--- config.mk ---
export PLATFORM = sky130hd
export DESIGN_NAME = fp_noncomp
export DESIGN_NICKNAME = d
export VERILOG_FILES = /design/src/hw/fp_fmt_pkg.sv /design/src/hw/noncomp_pkg.sv /design/src/hw/fp_noncomp.sv /design/src/hw/pipe_regs.sv /design/src/hw/noncomp_ctrl.sv /design/src/hw/fp_comparator.sv /design/src/hw/sign_injector.sv /design/src/hw/fp_classifier.sv
export SDC_FILE = /design/constraint.sdc
export NUM_CORES = 1
export LEC_CHECK = 0
export BUFFER_PORTS_ARGS = -buffer_cell sky130_fd_sc_hd__buf_2
export CAP_MARGIN = 30
export CORE_MARGIN = 2
export CORE_UTILIZATION = 60
export DETAILED_ROUTE_END_ITERATION = 10
export PLACE_DENSITY_LB_ADDON = 0.05
export SYNTH_ARGS = -nofsm -noshare
export SYNTH_HDL_FRONTEND = slang
export SYNTH_HIERARCHICAL = 1
export SYNTH_SLANG_ARGS = --single-unit
export TNS_END_PERCENT = 30
--- constraint.sdc ---
create_clock -name clk_i -period 6.9 [get_ports clk_i]
set_clock_uncertainty 0.2 [all_clocks]
set_input_delay 0.345 -clock clk_i [delete_from_list [all_inputs] [get_ports clk_i]]
set_output_delay 0.345 -clock clk_i [all_outputs]
set_load 0.05 [all_outputs]
--- src/hw/fp_fmt_pkg.sv ---
package fp_fmt_pkg;

  // ---------------------------------------------------------------------
  // Binary32 format
  // ---------------------------------------------------------------------

  localparam int unsigned EXP_BITS = 8;
  localparam int unsigned MAN_BITS = 23;
  localparam int unsigned FP_WIDTH = 1 + EXP_BITS + MAN_BITS;

  // Operand fields, sign on top
  typedef struct packed {
    logic                sign;
    logic [EXP_BITS-1:0] exponent;
    logic [MAN_BITS-1:0] mantissa;
  } fp_t;

  // Class bits derived per operand
  typedef struct packed {
    logic is_normal;
    logic is_subnormal;
    logic is_zero;
    logic is_inf;
    logic is_nan;
    logic is_signalling;
  } fp_info_t;

  // One-hot classify result, bit order as in the RISC-V fclass encoding
  typedef enum logic [9:0] {
    NEGINF     = 10'b00_0000_0001,
    NEGNORM    = 10'b00_0000_0010,
    NEGSUBNORM = 10'b00_0000_0100,
    NEGZERO    = 10'b00_0000_1000,
    POSZERO    = 10'b00_0001_0000,
    POSSUBNORM = 10'b00_0010_0000,
    POSNORM    = 10'b00_0100_0000,
    POSINF     = 10'b00_1000_0000,
    SNAN       = 10'b01_0000_0000,
    QNAN       = 10'b10_0000_0000
  } classmask_e;

  // IEEE exception flags
  typedef struct packed {
    logic NV;
    logic DZ;
    logic OF;
    logic UF;
    logic NX;
  } status_t;

  // Positive quiet NaN, only the top mantissa bit set
  localparam fp_t CANON_NAN = {1'b0, {EXP_BITS{1'b1}}, 1'b1, {(MAN_BITS-1){1'b0}}};

endpackage
--- src/hw/noncomp_pkg.sv ---
package noncomp_pkg;

  // ---------------------------------------------------------------------
  // Operation encoding
  // ---------------------------------------------------------------------

  typedef enum logic [1:0] {
    SGNJ,
    MINMAX,
    CMP,
    CLASSIFY
  } op_e;

  // Rounding-mode field, reused as sub-operation
  typedef enum logic [2:0] {
    RNE = 3'b000,
    RTZ = 3'b001,
    RDN = 3'b010,
    RUP = 3'b011
  } subop_e;

  // Sign-injection variants
  typedef enum logic [1:0] {
    SEL_SGNJ,
    SEL_SGNJN,
    SEL_SGNJX,
    SEL_PASS
  } sgnj_sel_e;

  // Compare variants
  typedef enum logic [1:0] {
    CMP_LE,
    CMP_LT,
    CMP_EQ
  } cmp_sel_e;

  // Decoded controls toward the datapaths
  typedef struct packed {
    sgnj_sel_e sgnj_sel;
    logic      is_max;
    cmp_sel_e  cmp_sel;
    logic      invert;
    logic      ext_sign;
  } func_t;

  // Datapath result, 49 bits
  typedef struct packed {
    fp_fmt_pkg::fp_t        result;
    fp_fmt_pkg::status_t    status;
    logic                   extension_bit;
    fp_fmt_pkg::classmask_e class_mask;
    logic                   is_class;
  } result_t;

endpackage

--- src/hw/fp_noncomp.sv ---
`timescale 1ns/100ps

module fp_noncomp #(
  parameter int unsigned NUM_INP_REGS = 1,
  parameter int unsigned NUM_OUT_REGS = 1,
  parameter type         tag_t        = logic [3:0]
) (
  input  logic                         clk_i,
  input  logic                         rst_i,
  // Request
  input  fp_fmt_pkg::fp_t        [1:0] operands_i,
  input  noncomp_pkg::op_e             op_i,
  input  noncomp_pkg::subop_e          subop_i,
  input  logic                         op_mod_i,
  input  tag_t                         tag_i,
  input  logic                         in_valid_i,
  output logic                         in_ready_o,
  input  logic                         flush_i,
  // Result
  output fp_fmt_pkg::fp_t              result_o,
  output fp_fmt_pkg::status_t          status_o,
  output logic                         extension_bit_o,
  output fp_fmt_pkg::classmask_e       class_mask_o,
  output logic                         is_class_o,
  output tag_t                         tag_o,
  output logic                         out_valid_o,
  input  logic                         out_ready_i,
  output logic                         busy_o
);

  typedef struct packed {
    fp_fmt_pkg::fp_t [1:0] operands;
    noncomp_pkg::op_e      op;
    noncomp_pkg::subop_e   subop;
    logic                  op_mod;
    tag_t                  tag;
  } inp_payload_t;

  typedef struct packed {
    noncomp_pkg::result_t res;
    tag_t                 tag;
  } out_payload_t;

  inp_payload_t                 inp_d, mid;
  out_payload_t                 out_d, out_q;
  logic                         mid_valid, mid_ready;
  logic                         inp_busy, out_busy;
  noncomp_pkg::func_t           func;
  fp_fmt_pkg::fp_info_t   [1:0] info;
  fp_fmt_pkg::classmask_e       class_mask;
  fp_fmt_pkg::fp_t              sgnj_res, minmax_res;
  fp_fmt_pkg::status_t          minmax_status, cmp_status;
  logic                         sgnj_ext, cmp_bit;

  assign inp_d = '{operands: operands_i, op: op_i, subop: subop_i, op_mod: op_mod_i, tag: tag_i};

  // ---------------------------------------------------------------------
  // Input pipeline
  // ---------------------------------------------------------------------

  pipe_regs #(.payload_t(inp_payload_t), .NUM_REGS(NUM_INP_REGS)) i_inp_pipe (
    .clk_i, .rst_i, .flush_i,
    .data_i (inp_d), .valid_i (in_valid_i), .ready_o (in_ready_o),
    .data_o (mid), .valid_o (mid_valid), .ready_i (mid_ready),
    .busy_o (inp_busy)
  );

  // ---------------------------------------------------------------------
  // Datapaths and control
  // ---------------------------------------------------------------------

  fp_classifier i_classifier (
    .operands_i (mid.operands), .info_o (info), .class_mask_o (class_mask)
  );

  sign_injector i_sgnj (
    .operands_i (mid.operands), .sgnj_sel_i (func.sgnj_sel), .ext_sign_i (func.ext_sign),
    .result_o (sgnj_res), .extension_bit_o (sgnj_ext)
  );

  fp_comparator i_cmp (
    .operands_i (mid.operands), .info_i (info), .is_max_i (func.is_max),
    .cmp_sel_i (func.cmp_sel), .invert_i (func.invert),
    .minmax_o (minmax_res), .minmax_status_o (minmax_status),
    .cmp_bit_o (cmp_bit), .cmp_status_o (cmp_status)
  );

  noncomp_ctrl i_ctrl (
    .clk_i, .rst_i, .valid_i (mid_valid),
    .op_i (mid.op), .subop_i (mid.subop), .op_mod_i (mid.op_mod), .func_o (func),
    .sgnj_i (sgnj_res), .sgnj_ext_i (sgnj_ext),
    .minmax_i (minmax_res), .minmax_status_i (minmax_status),
    .cmp_bit_i (cmp_bit), .cmp_status_i (cmp_status),
    .class_mask_i (class_mask), .result_o (out_d.res)
  );

  assign out_d.tag = mid.tag;

  // ---------------------------------------------------------------------
  // Output pipeline
  // ---------------------------------------------------------------------

  pipe_regs #(.payload_t(out_payload_t), .NUM_REGS(NUM_OUT_REGS)) i_out_pipe (
    .clk_i, .rst_i, .flush_i,
    .data_i (out_d), .valid_i (mid_valid), .ready_o (mid_ready),
    .data_o (out_q), .valid_o (out_valid_o), .ready_i (out_ready_i),
    .busy_o (out_busy)
  );

  assign result_o        = out_q.res.result;
  assign status_o        = out_q.res.status;
  assign extension_bit_o = out_q.res.extension_bit;
  assign class_mask_o    = out_q.res.class_mask;
  assign is_class_o      = out_q.res.is_class;
  assign tag_o           = out_q.tag;
  assign busy_o          = inp_busy | out_busy;

endmodule

--- src/hw/pipe_regs.sv ---
`timescale 1ns/100ps

module pipe_regs #(
  parameter type         payload_t = logic,
  parameter int unsigned NUM_REGS  = 1
) (
  input  logic     clk_i,
  input  logic     rst_i,
  input  logic     flush_i,
  input  payload_t data_i,
  input  logic     valid_i,
  output logic     ready_o,
  output payload_t data_o,
  output logic     valid_o,
  input  logic     ready_i,
  output logic     busy_o
);

  // Index i is the item after i stages
  payload_t              data  [NUM_REGS+1];
  logic     [NUM_REGS:0] valid;
  logic     [NUM_REGS:0] ready;

  assign data[0]         = data_i;
  assign valid[0]        = valid_i;
  assign ready_o         = ready[0];
  assign ready[NUM_REGS] = ready_i;

  // ---------------------------------------------------------------------
  // Register stages
  // ---------------------------------------------------------------------

  for (genvar i = 0; i < NUM_REGS; i++) begin : gen_stage
    logic     valid_q;
    payload_t data_q;

    // Advance when the next stage takes the item or only holds a bubble
    assign ready[i] = ready[i+1] | ~valid[i+1];

    always_ff @(posedge clk_i) begin
      if (rst_i || flush_i) begin
        valid_q <= 1'b0;
      end else if (ready[i]) begin
        valid_q <= valid[i];
      end
    end

    // Payload only moves with a valid item
    always_ff @(posedge clk_i) begin
      if (ready[i] && valid[i]) begin
        data_q <= data[i];
      end
    end

    assign valid[i+1] = valid_q;
    assign data[i+1]  = data_q;
  end

  assign data_o  = data[NUM_REGS];
  assign valid_o = valid[NUM_REGS];
  // Stage bits only, input valid does not count
  assign busy_o  = |(valid >> 1);

  if (NUM_REGS > 0) begin : gen_checks
    // Stalled item holds still until taken
    hold_a: assert property (@(posedge clk_i) disable iff (rst_i)
      valid_o && !ready_i && !flush_i |=> valid_o && $stable(data_o));
    // Flush empties every stage at once
    flush_a: assert property (@(posedge clk_i) disable iff (rst_i)
      flush_i |=> !busy_o);
  end

endmodule

--- src/hw/noncomp_ctrl.sv ---
`timescale 1ns/100ps

module noncomp_ctrl (
  input  logic                   clk_i,
  input  logic                   rst_i,
  input  logic                   valid_i,
  input  noncomp_pkg::op_e       op_i,
  input  noncomp_pkg::subop_e    subop_i,
  input  logic                   op_mod_i,
  output noncomp_pkg::func_t     func_o,
  input  fp_fmt_pkg::fp_t        sgnj_i,
  input  logic                   sgnj_ext_i,
  input  fp_fmt_pkg::fp_t        minmax_i,
  input  fp_fmt_pkg::status_t    minmax_status_i,
  input  logic                   cmp_bit_i,
  input  fp_fmt_pkg::status_t    cmp_status_i,
  input  fp_fmt_pkg::classmask_e class_mask_i,
  output noncomp_pkg::result_t   result_o
);

  // ---------------------------------------------------------------------
  // Sub-operation decode
  // ---------------------------------------------------------------------

  always_comb begin
    func_o          = '0;
    func_o.is_max   = (subop_i == noncomp_pkg::RTZ);
    func_o.invert   = op_mod_i;
    func_o.ext_sign = op_mod_i;
    unique case (subop_i)
      noncomp_pkg::RNE: begin
        func_o.sgnj_sel = noncomp_pkg::SEL_SGNJ;
        func_o.cmp_sel  = noncomp_pkg::CMP_LE;
      end
      noncomp_pkg::RTZ: begin
        func_o.sgnj_sel = noncomp_pkg::SEL_SGNJN;
        func_o.cmp_sel  = noncomp_pkg::CMP_LT;
      end
      noncomp_pkg::RDN: begin
        func_o.sgnj_sel = noncomp_pkg::SEL_SGNJX;
        func_o.cmp_sel  = noncomp_pkg::CMP_EQ;
      end
      default: begin
        func_o.sgnj_sel = noncomp_pkg::SEL_PASS;
        func_o.cmp_sel  = noncomp_pkg::CMP_EQ;
      end
    endcase
  end

  // ---------------------------------------------------------------------
  // Result select
  // ---------------------------------------------------------------------

  always_comb begin
    // Class mask always travels, is_class tells whether it counts
    result_o            = '0;
    result_o.class_mask = class_mask_i;
    unique case (op_i)
      noncomp_pkg::SGNJ: begin
        result_o.result        = sgnj_i;
        result_o.extension_bit = sgnj_ext_i;
      end
      noncomp_pkg::MINMAX: begin
        result_o.result        = minmax_i;
        result_o.status        = minmax_status_i;
        result_o.extension_bit = 1'b1;
      end
      noncomp_pkg::CMP: begin
        // Boolean lands in bit 0 of an integer register
        result_o.result = fp_fmt_pkg::fp_t'({{(fp_fmt_pkg::FP_WIDTH-1){1'b0}}, cmp_bit_i});
        result_o.status = cmp_status_i;
      end
      default: begin
        result_o.is_class = 1'b1;
      end
    endcase
  end

  // Sub-op must exist for the op that is actually presented
  subop_legal_a: assert property (@(posedge clk_i) disable iff (rst_i)
    valid_i |-> (op_i == noncomp_pkg::CLASSIFY) ||
                (subop_i inside {noncomp_pkg::RNE, noncomp_pkg::RTZ}) ||
                (subop_i == noncomp_pkg::RDN && op_i != noncomp_pkg::MINMAX) ||
                (subop_i == noncomp_pkg::RUP && op_i == noncomp_pkg::SGNJ));

endmodule

--- src/hw/fp_comparator.sv ---
`timescale 1ns/100ps

module fp_comparator (
  input  fp_fmt_pkg::fp_t      [1:0] operands_i,
  input  fp_fmt_pkg::fp_info_t [1:0] info_i,
  input  logic                       is_max_i,
  input  noncomp_pkg::cmp_sel_e      cmp_sel_i,
  input  logic                       invert_i,
  output fp_fmt_pkg::fp_t            minmax_o,
  output fp_fmt_pkg::status_t        minmax_status_o,
  output logic                       cmp_bit_o,
  output fp_fmt_pkg::status_t        cmp_status_o
);

  fp_fmt_pkg::fp_t a;
  fp_fmt_pkg::fp_t b;
  logic            any_nan;
  logic            any_snan;
  logic            equal;
  logic            a_smaller;

  assign a = operands_i[0];
  assign b = operands_i[1];

  assign any_nan  = info_i[0].is_nan | info_i[1].is_nan;
  assign any_snan = info_i[0].is_signalling | info_i[1].is_signalling;

  // ---------------------------------------------------------------------
  // Shared magnitude and sign compare
  // ---------------------------------------------------------------------

  // +0 and -0 count as equal
  assign equal = (a == b) || (info_i[0].is_zero && info_i[1].is_zero);
  // Sign-magnitude order flips the unsigned result once a sign is set
  assign a_smaller = (a < b) ^ (a.sign || b.sign);

  // Min/max, quiet compare so only sNaN is invalid
  always_comb begin
    minmax_status_o    = '0;
    minmax_status_o.NV = any_snan;
    if (info_i[0].is_nan && info_i[1].is_nan) begin
      minmax_o = fp_fmt_pkg::CANON_NAN;
    end else if (info_i[0].is_nan) begin
      minmax_o = b;
    end else if (info_i[1].is_nan) begin
      minmax_o = a;
    end else if (is_max_i) begin
      minmax_o = a_smaller ? b : a;
    end else begin
      minmax_o = a_smaller ? a : b;
    end
  end

  // Compare, LE and LT are signalling, EQ is quiet
  always_comb begin
    cmp_bit_o    = 1'b0;
    cmp_status_o = '0;
    if (any_snan) begin
      cmp_status_o.NV = 1'b1;
    end else begin
      unique case (cmp_sel_i)
        noncomp_pkg::CMP_LE: begin
          if (any_nan) cmp_status_o.NV = 1'b1;
          else cmp_bit_o = (a_smaller | equal) ^ invert_i;
        end
        noncomp_pkg::CMP_LT: begin
          if (any_nan) cmp_status_o.NV = 1'b1;
          else cmp_bit_o = (a_smaller & ~equal) ^ invert_i;
        end
        noncomp_pkg::CMP_EQ: begin
          // NaN is never equal
          cmp_bit_o = any_nan ? invert_i : (equal ^ invert_i);
        end
        default: cmp_bit_o = 1'b0;
      endcase
    end
  end

endmodule

--- src/hw/sign_injector.sv ---
`timescale 1ns/100ps

module sign_injector (
  input  fp_fmt_pkg::fp_t [1:0]  operands_i,
  input  noncomp_pkg::sgnj_sel_e sgnj_sel_i,
  input  logic                   ext_sign_i,
  output fp_fmt_pkg::fp_t        result_o,
  output logic                   extension_bit_o
);

  logic sign_a;
  logic sign_b;

  // Every operand treated as properly boxed
  assign sign_a = operands_i[0].sign;
  assign sign_b = operands_i[1].sign;

  // ---------------------------------------------------------------------
  // Sign replacement
  // ---------------------------------------------------------------------

  always_comb begin
    // Exponent and mantissa always come from A
    result_o = operands_i[0];
    unique case (sgnj_sel_i)
      noncomp_pkg::SEL_SGNJ:  result_o.sign = sign_b;
      noncomp_pkg::SEL_SGNJN: result_o.sign = ~sign_b;
      noncomp_pkg::SEL_SGNJX: result_o.sign = sign_a ^ sign_b;
      default:                result_o.sign = sign_a;
    endcase
  end

  // Integer sign extension only on request, else NaN-box with ones
  assign extension_bit_o = ext_sign_i ? result_o.sign : 1'b1;

endmodule

--- src/hw/fp_classifier.sv ---
`timescale 1ns/100ps

module fp_classifier (
  input  fp_fmt_pkg::fp_t    [1:0] operands_i,
  output fp_fmt_pkg::fp_info_t [1:0] info_o,
  output fp_fmt_pkg::classmask_e   class_mask_o
);

  // ---------------------------------------------------------------------
  // Per-operand class bits
  // ---------------------------------------------------------------------

  for (genvar i = 0; i < 2; i++) begin : gen_info
    logic exp_zero;
    logic exp_ones;
    logic man_zero;

    assign exp_zero = (operands_i[i].exponent == '0);
    assign exp_ones = (operands_i[i].exponent == '1);
    assign man_zero = (operands_i[i].mantissa == '0);

    assign info_o[i].is_normal    = !exp_zero && !exp_ones;
    assign info_o[i].is_subnormal = exp_zero && !man_zero;
    assign info_o[i].is_zero      = exp_zero && man_zero;
    assign info_o[i].is_inf       = exp_ones && man_zero;
    assign info_o[i].is_nan       = exp_ones && !man_zero;
    // Quiet bit clear marks a signalling NaN
    assign info_o[i].is_signalling = exp_ones && !man_zero &&
                                     !operands_i[i].mantissa[fp_fmt_pkg::MAN_BITS-1];
  end

  // ---------------------------------------------------------------------
  // Class mask of operand A
  // ---------------------------------------------------------------------

  always_comb begin
    if (info_o[0].is_normal) begin
      class_mask_o = operands_i[0].sign ? fp_fmt_pkg::NEGNORM : fp_fmt_pkg::POSNORM;
    end else if (info_o[0].is_subnormal) begin
      class_mask_o = operands_i[0].sign ? fp_fmt_pkg::NEGSUBNORM : fp_fmt_pkg::POSSUBNORM;
    end else if (info_o[0].is_zero) begin
      class_mask_o = operands_i[0].sign ? fp_fmt_pkg::NEGZERO : fp_fmt_pkg::POSZERO;
    end else if (info_o[0].is_inf) begin
      class_mask_o = operands_i[0].sign ? fp_fmt_pkg::NEGINF : fp_fmt_pkg::POSINF;
    end else begin
      // Only NaNs are left here
      class_mask_o = info_o[0].is_signalling ? fp_fmt_pkg::SNAN : fp_fmt_pkg::QNAN;
    end
  end

endmodule

# Word-level counts from Yosys, hierarchy flattened
# Cells that the tools add are included.
# totals
regBits	129
wordCells	115
out_inout_bits	56
inputBits	79
# classes
order_cmp	1
bitwise_logic	16
reduce_logical	32
eq_ne	11
muxes	31
# ops
cell	n
$mux W32	6
$pmux W32 S3	1
$mux W10	5
$logic_not A23 Y1	2
$eq A32 B32 Y1	1
$lt A32 B32 Y1	1
$eq A8 B8 Y1 const B	2
$logic_not A8 Y1	2
$logic_and A1 B1 Y1	13
$pmux W5 S2	1
$mux W1	9
$mux W8	1
$mux W7	1
$eq A2 B1 Y1 const B	3
$eq A2 B2 Y1 const B	3
$logic_not A1 Y1	6
$logic_not A2 Y1	3
$mux W6	1
$or A1 B1 Y1	6
$pmux W1 S3	2
$pmux W2 S3	1
$mux W5	1
$xor A1 B1 Y1	5
$not A1 Y1	4
9 further kinds	11

# Depth between registers and ports, before layout
# depth
word_depth	11
mapped_depth	13
mapped_depth_nobuf	12

# By module
# Netlist, hierarchy kept.
# by_module_without_submodules
module	cells_each	n_inst	seq_area_each_um2	area_per_inst_um2
pipe_regs at i_inp_pipe	80	1	2242.2	2287.2
pipe_regs at i_out_pipe	59	1	1611.5	1656.6
fp_comparator	200	1	0.0	1557.7
noncomp_ctrl	110	1	0.0	807.0
fp_classifier	60	1	0.0	405.4
sign_injector	37	1	0.0	295.3
fp_noncomp	1	1	0.0	6.3

# Worst setup path after synthesis
# No wires, ideal clock.
# synth_timing
path_kind	reg2reg
startpoint	register i_inp_pipe.gen_stage[0].data_q, in the netlist i_inp_pipe/data_o[41]
endpoint	register i_out_pipe.gen_stage[0].data_q, in the netlist i_out_pipe/data_o[34], data pin
path_buffers	1
stages_incl_launch_ff	12
t_required_ns	6.441
setup_time_ns	0.259
period_less_slack_ns	3.231
t_arrival_ns	2.771
setup_slack_ns	3.669
cell_sequence	edfxtp_1 -> inv_1 -> ha_1 -> nand4b_4 -> or4_4 -> nor3_4 -> nor4_2 -> o31a_4 -> buf_6 -> a32o_1 -> a22oi_2 -> nor2_2
# synth_rtl
item	line_no	text
start, declared	pipe_regs.sv:35	payload_t data_q;
start signal, assigned	pipe_regs.sv:51	data_q <= data[i];
end signal, assigned	pipe_regs.sv:51	
end, declared	pipe_regs.sv:35	

==> impl_metrics.env <==
export IMPL_status="finished, final reports clean"
export IMPL_gr_total_overflow=0
export IMPL_powerDensity_mw_per_mm2=240.0
export IMPL_route_detailed_drc=0
export IMPL_grt_max_degree=75
export IMPL_tightest_slew_ns=0.9749
export IMPL_viasPerCell=5.787
export IMPL_crit_start="i_inp_pipe/data_o[41]"
export IMPL_fp_dieW_um=111.9
export IMPL_cp_endpoint="i_out_pipe/data_o[21]"
export IMPL_fp_coreArea_mm2=0.01137
export IMPL_max_freq_ghz=0.2614
export IMPL_worstPathRequired_ns=6.85
export IMPL_met2_usage=0.4214
export IMPL_p_leak_nw=3.545
export IMPL_portBuffers=134
export IMPL_place_congestion=0.8497
export IMPL_seq_area_mm2=0.003854
export IMPL_ant_nets=0
export IMPL_io_pins=135
export IMPL_die_area_mm2=0.01252
export IMPL_rrSetupSlack_ns=3.07
export IMPL_r2r_worst_path_cells=11
export IMPL_layout_setup_ws_ns=3.074
export IMPL_met1_usage=0.3357
export IMPL_grt_pass1_wl_mm=24.85
export IMPL_setup_viol=0
export IMPL_n_fill_cell=716
export IMPL_yosysWarnings=6
export IMPL_busiest_layer="met2"
export IMPL_slew_violations=0
export IMPL_regToRegStartpoint="i_inp_pipe/data_o[41]"
export IMPL_finalPower_mw=2.077
export IMPL_hold_buffers=77
export IMPL_post_route_min_period_ns=3.826
export IMPL_post_cts_buffers=0
export IMPL_gr_usage_met3=0.06151
export IMPL_syn_area_mm2=0.006985
export IMPL_grt_setup_unrepaired="no"
export IMPL_drt_first_pass_iters=5
export IMPL_cp_end_kind="flop"
export IMPL_max_vdd_ir_drop_uv=198.7
export IMPL_crit_type="flop to flop"
export IMPL_layout_drive_gt1_share=0.2962
export IMPL_cts_buffers=17
export IMPL_syn_to_final_growth_pct=23.84
export IMPL_syn_inst=541
export IMPL_finalCritPeriodShare=0.5545
export IMPL_antenna_found_initial=0
export IMPL_dr_total_vias=4988
export IMPL_clockRootBuffer="clkbuf_16"
export IMPL_grt_pass1_vias=4962
export IMPL_grt_usage=0.2563
export IMPL_wl_per_cell_um=18.27
export IMPL_wirelength_mm=15.75
export IMPL_r2r_end="i_out_pipe/data_o[21]"
export IMPL_maxCapViolCount=0
export IMPL_num_rows=39
export IMPL_fp_dieH_um=111.9
export IMPL_path_max_fanout=22
export IMPL_cts_tree="yes"
export IMPL_clockBufferDepth=2
export IMPL_nNetsFinal=825
export IMPL_crit_arrival_ns=3.78
export IMPL_place_ws_ns=3.077
export IMPL_cp_start_kind="flop"
export IMPL_avgSynthCellArea_um2=12.91
export IMPL_antennaDiodeCount=0
export IMPL_clock_latency_ns=0.42
export IMPL_dp_hpwl_mm=9.696
export IMPL_hold_violations=0
export IMPL_initial_core_util=0.6144
export IMPL_cts_sinks=129
export IMPL_drt_first_iter_violations=342
export IMPL_holdCritPathClass="input pin to flop"
export IMPL_tns_ns=0
export IMPL_multi_input_area_mm2=0.002419
export IMPL_cts_resized=0
export IMPL_relSlewSlack=0.3500
export IMPL_htreeDepth=4
export IMPL_cts_reportedPaths_clkPinSlew_ns=0.06
[where the power goes]
group	total (mW)	internal [mW]	switching, mW
clock network	0.858	0.555	0.304
logic	0.283	0.128	0.155
registers	0.936	0.904	0.0318
total	2.08	1.59	0.490
[area by class of cell]
| class | instances | share of cell area |
|---|---|---|
| clock buffer | 20 | 0.05048 |
| clock inverter | 10 | 0.01374 |
| inverter | 42 | 0.01822 |
| multi-input combinational | 301 | 0.2796 |
| sequential | 129 | 0.4455 |
| tap | 143 | 0.02068 |
| timing repair buffer | 217 | 0.1718 |
[layer usage]
metal | routed length [µm] | part of all wire
met5 | 0 | 0
met4 | 249 | 0.016
met3 | 1158 | 0.074
met2 | 7781 | 0.49
met1 | 6557 | 0.42
[how the worst min path moves through the flow]
stage | startpoint | endpoint | slack [ns] | cells after the start
after CTS | out_ready_i | i_out_pipe/busy_o | 0.008 | 3
after floorplan | i_inp_pipe/data_o[0] | i_out_pipe/data_o[0] | 0.20 | 0
after global placement | i_inp_pipe/data_o[2] | i_out_pipe/data_o[2] | 0.20 | 0
final | out_ready_i | i_out_pipe/busy_o | 0.04 | 3
after global routing | out_ready_i | i_out_pipe/busy_o | 0.03 | 3
after detailed placement | i_inp_pipe/data_o[3] | i_out_pipe/data_o[3] | 0.21 | 0
[layout by cell type (no fill, tap or decap), drive strengths merged, types with 4 or more instances in the layout]
cell,count
a211oi,7
a21oi,23
a22oi,37
a32o,22
and2,7
and4,4
buf,140
clkbuf,20
clkinv,7
conb,8
dlygate4sd3,77
edfxtp,127
ha,38
inv,42
nand2,12
nand2b,4
nand3,5
nand4,12
nor2,38
nor2b,6
nor3,11
nor4,19
o21ai,6
o31ai,4
o32a,9
or2,6
[sequential cells by signal, summed over array words and instances, names as in the netlist]
register           count
i_inp_pipe/busy_o      1
i_inp_pipe/data_o     74
i_out_pipe/busy_o      1
i_out_pipe/data_o     53
[critical path: stages (launching register included)]
cell and delay [ns]:
edfxtp_1 0.53, inv_1 0.11, ha_1 0.32, nand4b_4 0.15, nor3_1 0.06, a21oi_1 0.17, nand3_1 0.22, nor4_2 0.66
o21ai_2 0.42, a32o_1 0.39, a222oi_1 0.27, nor2_1 0.06
[stage by stage]
stage	util	hold slack, ns	instance area, µm²	instances
floorplan	-	0.2003	7012	548
global placement	0.6442	0.2001	7325	755
detailed placement	0.6442	0.2052	7325	755
CTS	0.7609	0.007880	8651	862
global route	0.7609	0.03492	8651	862
finish	0.7609	0.04477	8651	862
(Power assumes the default switching activity.)
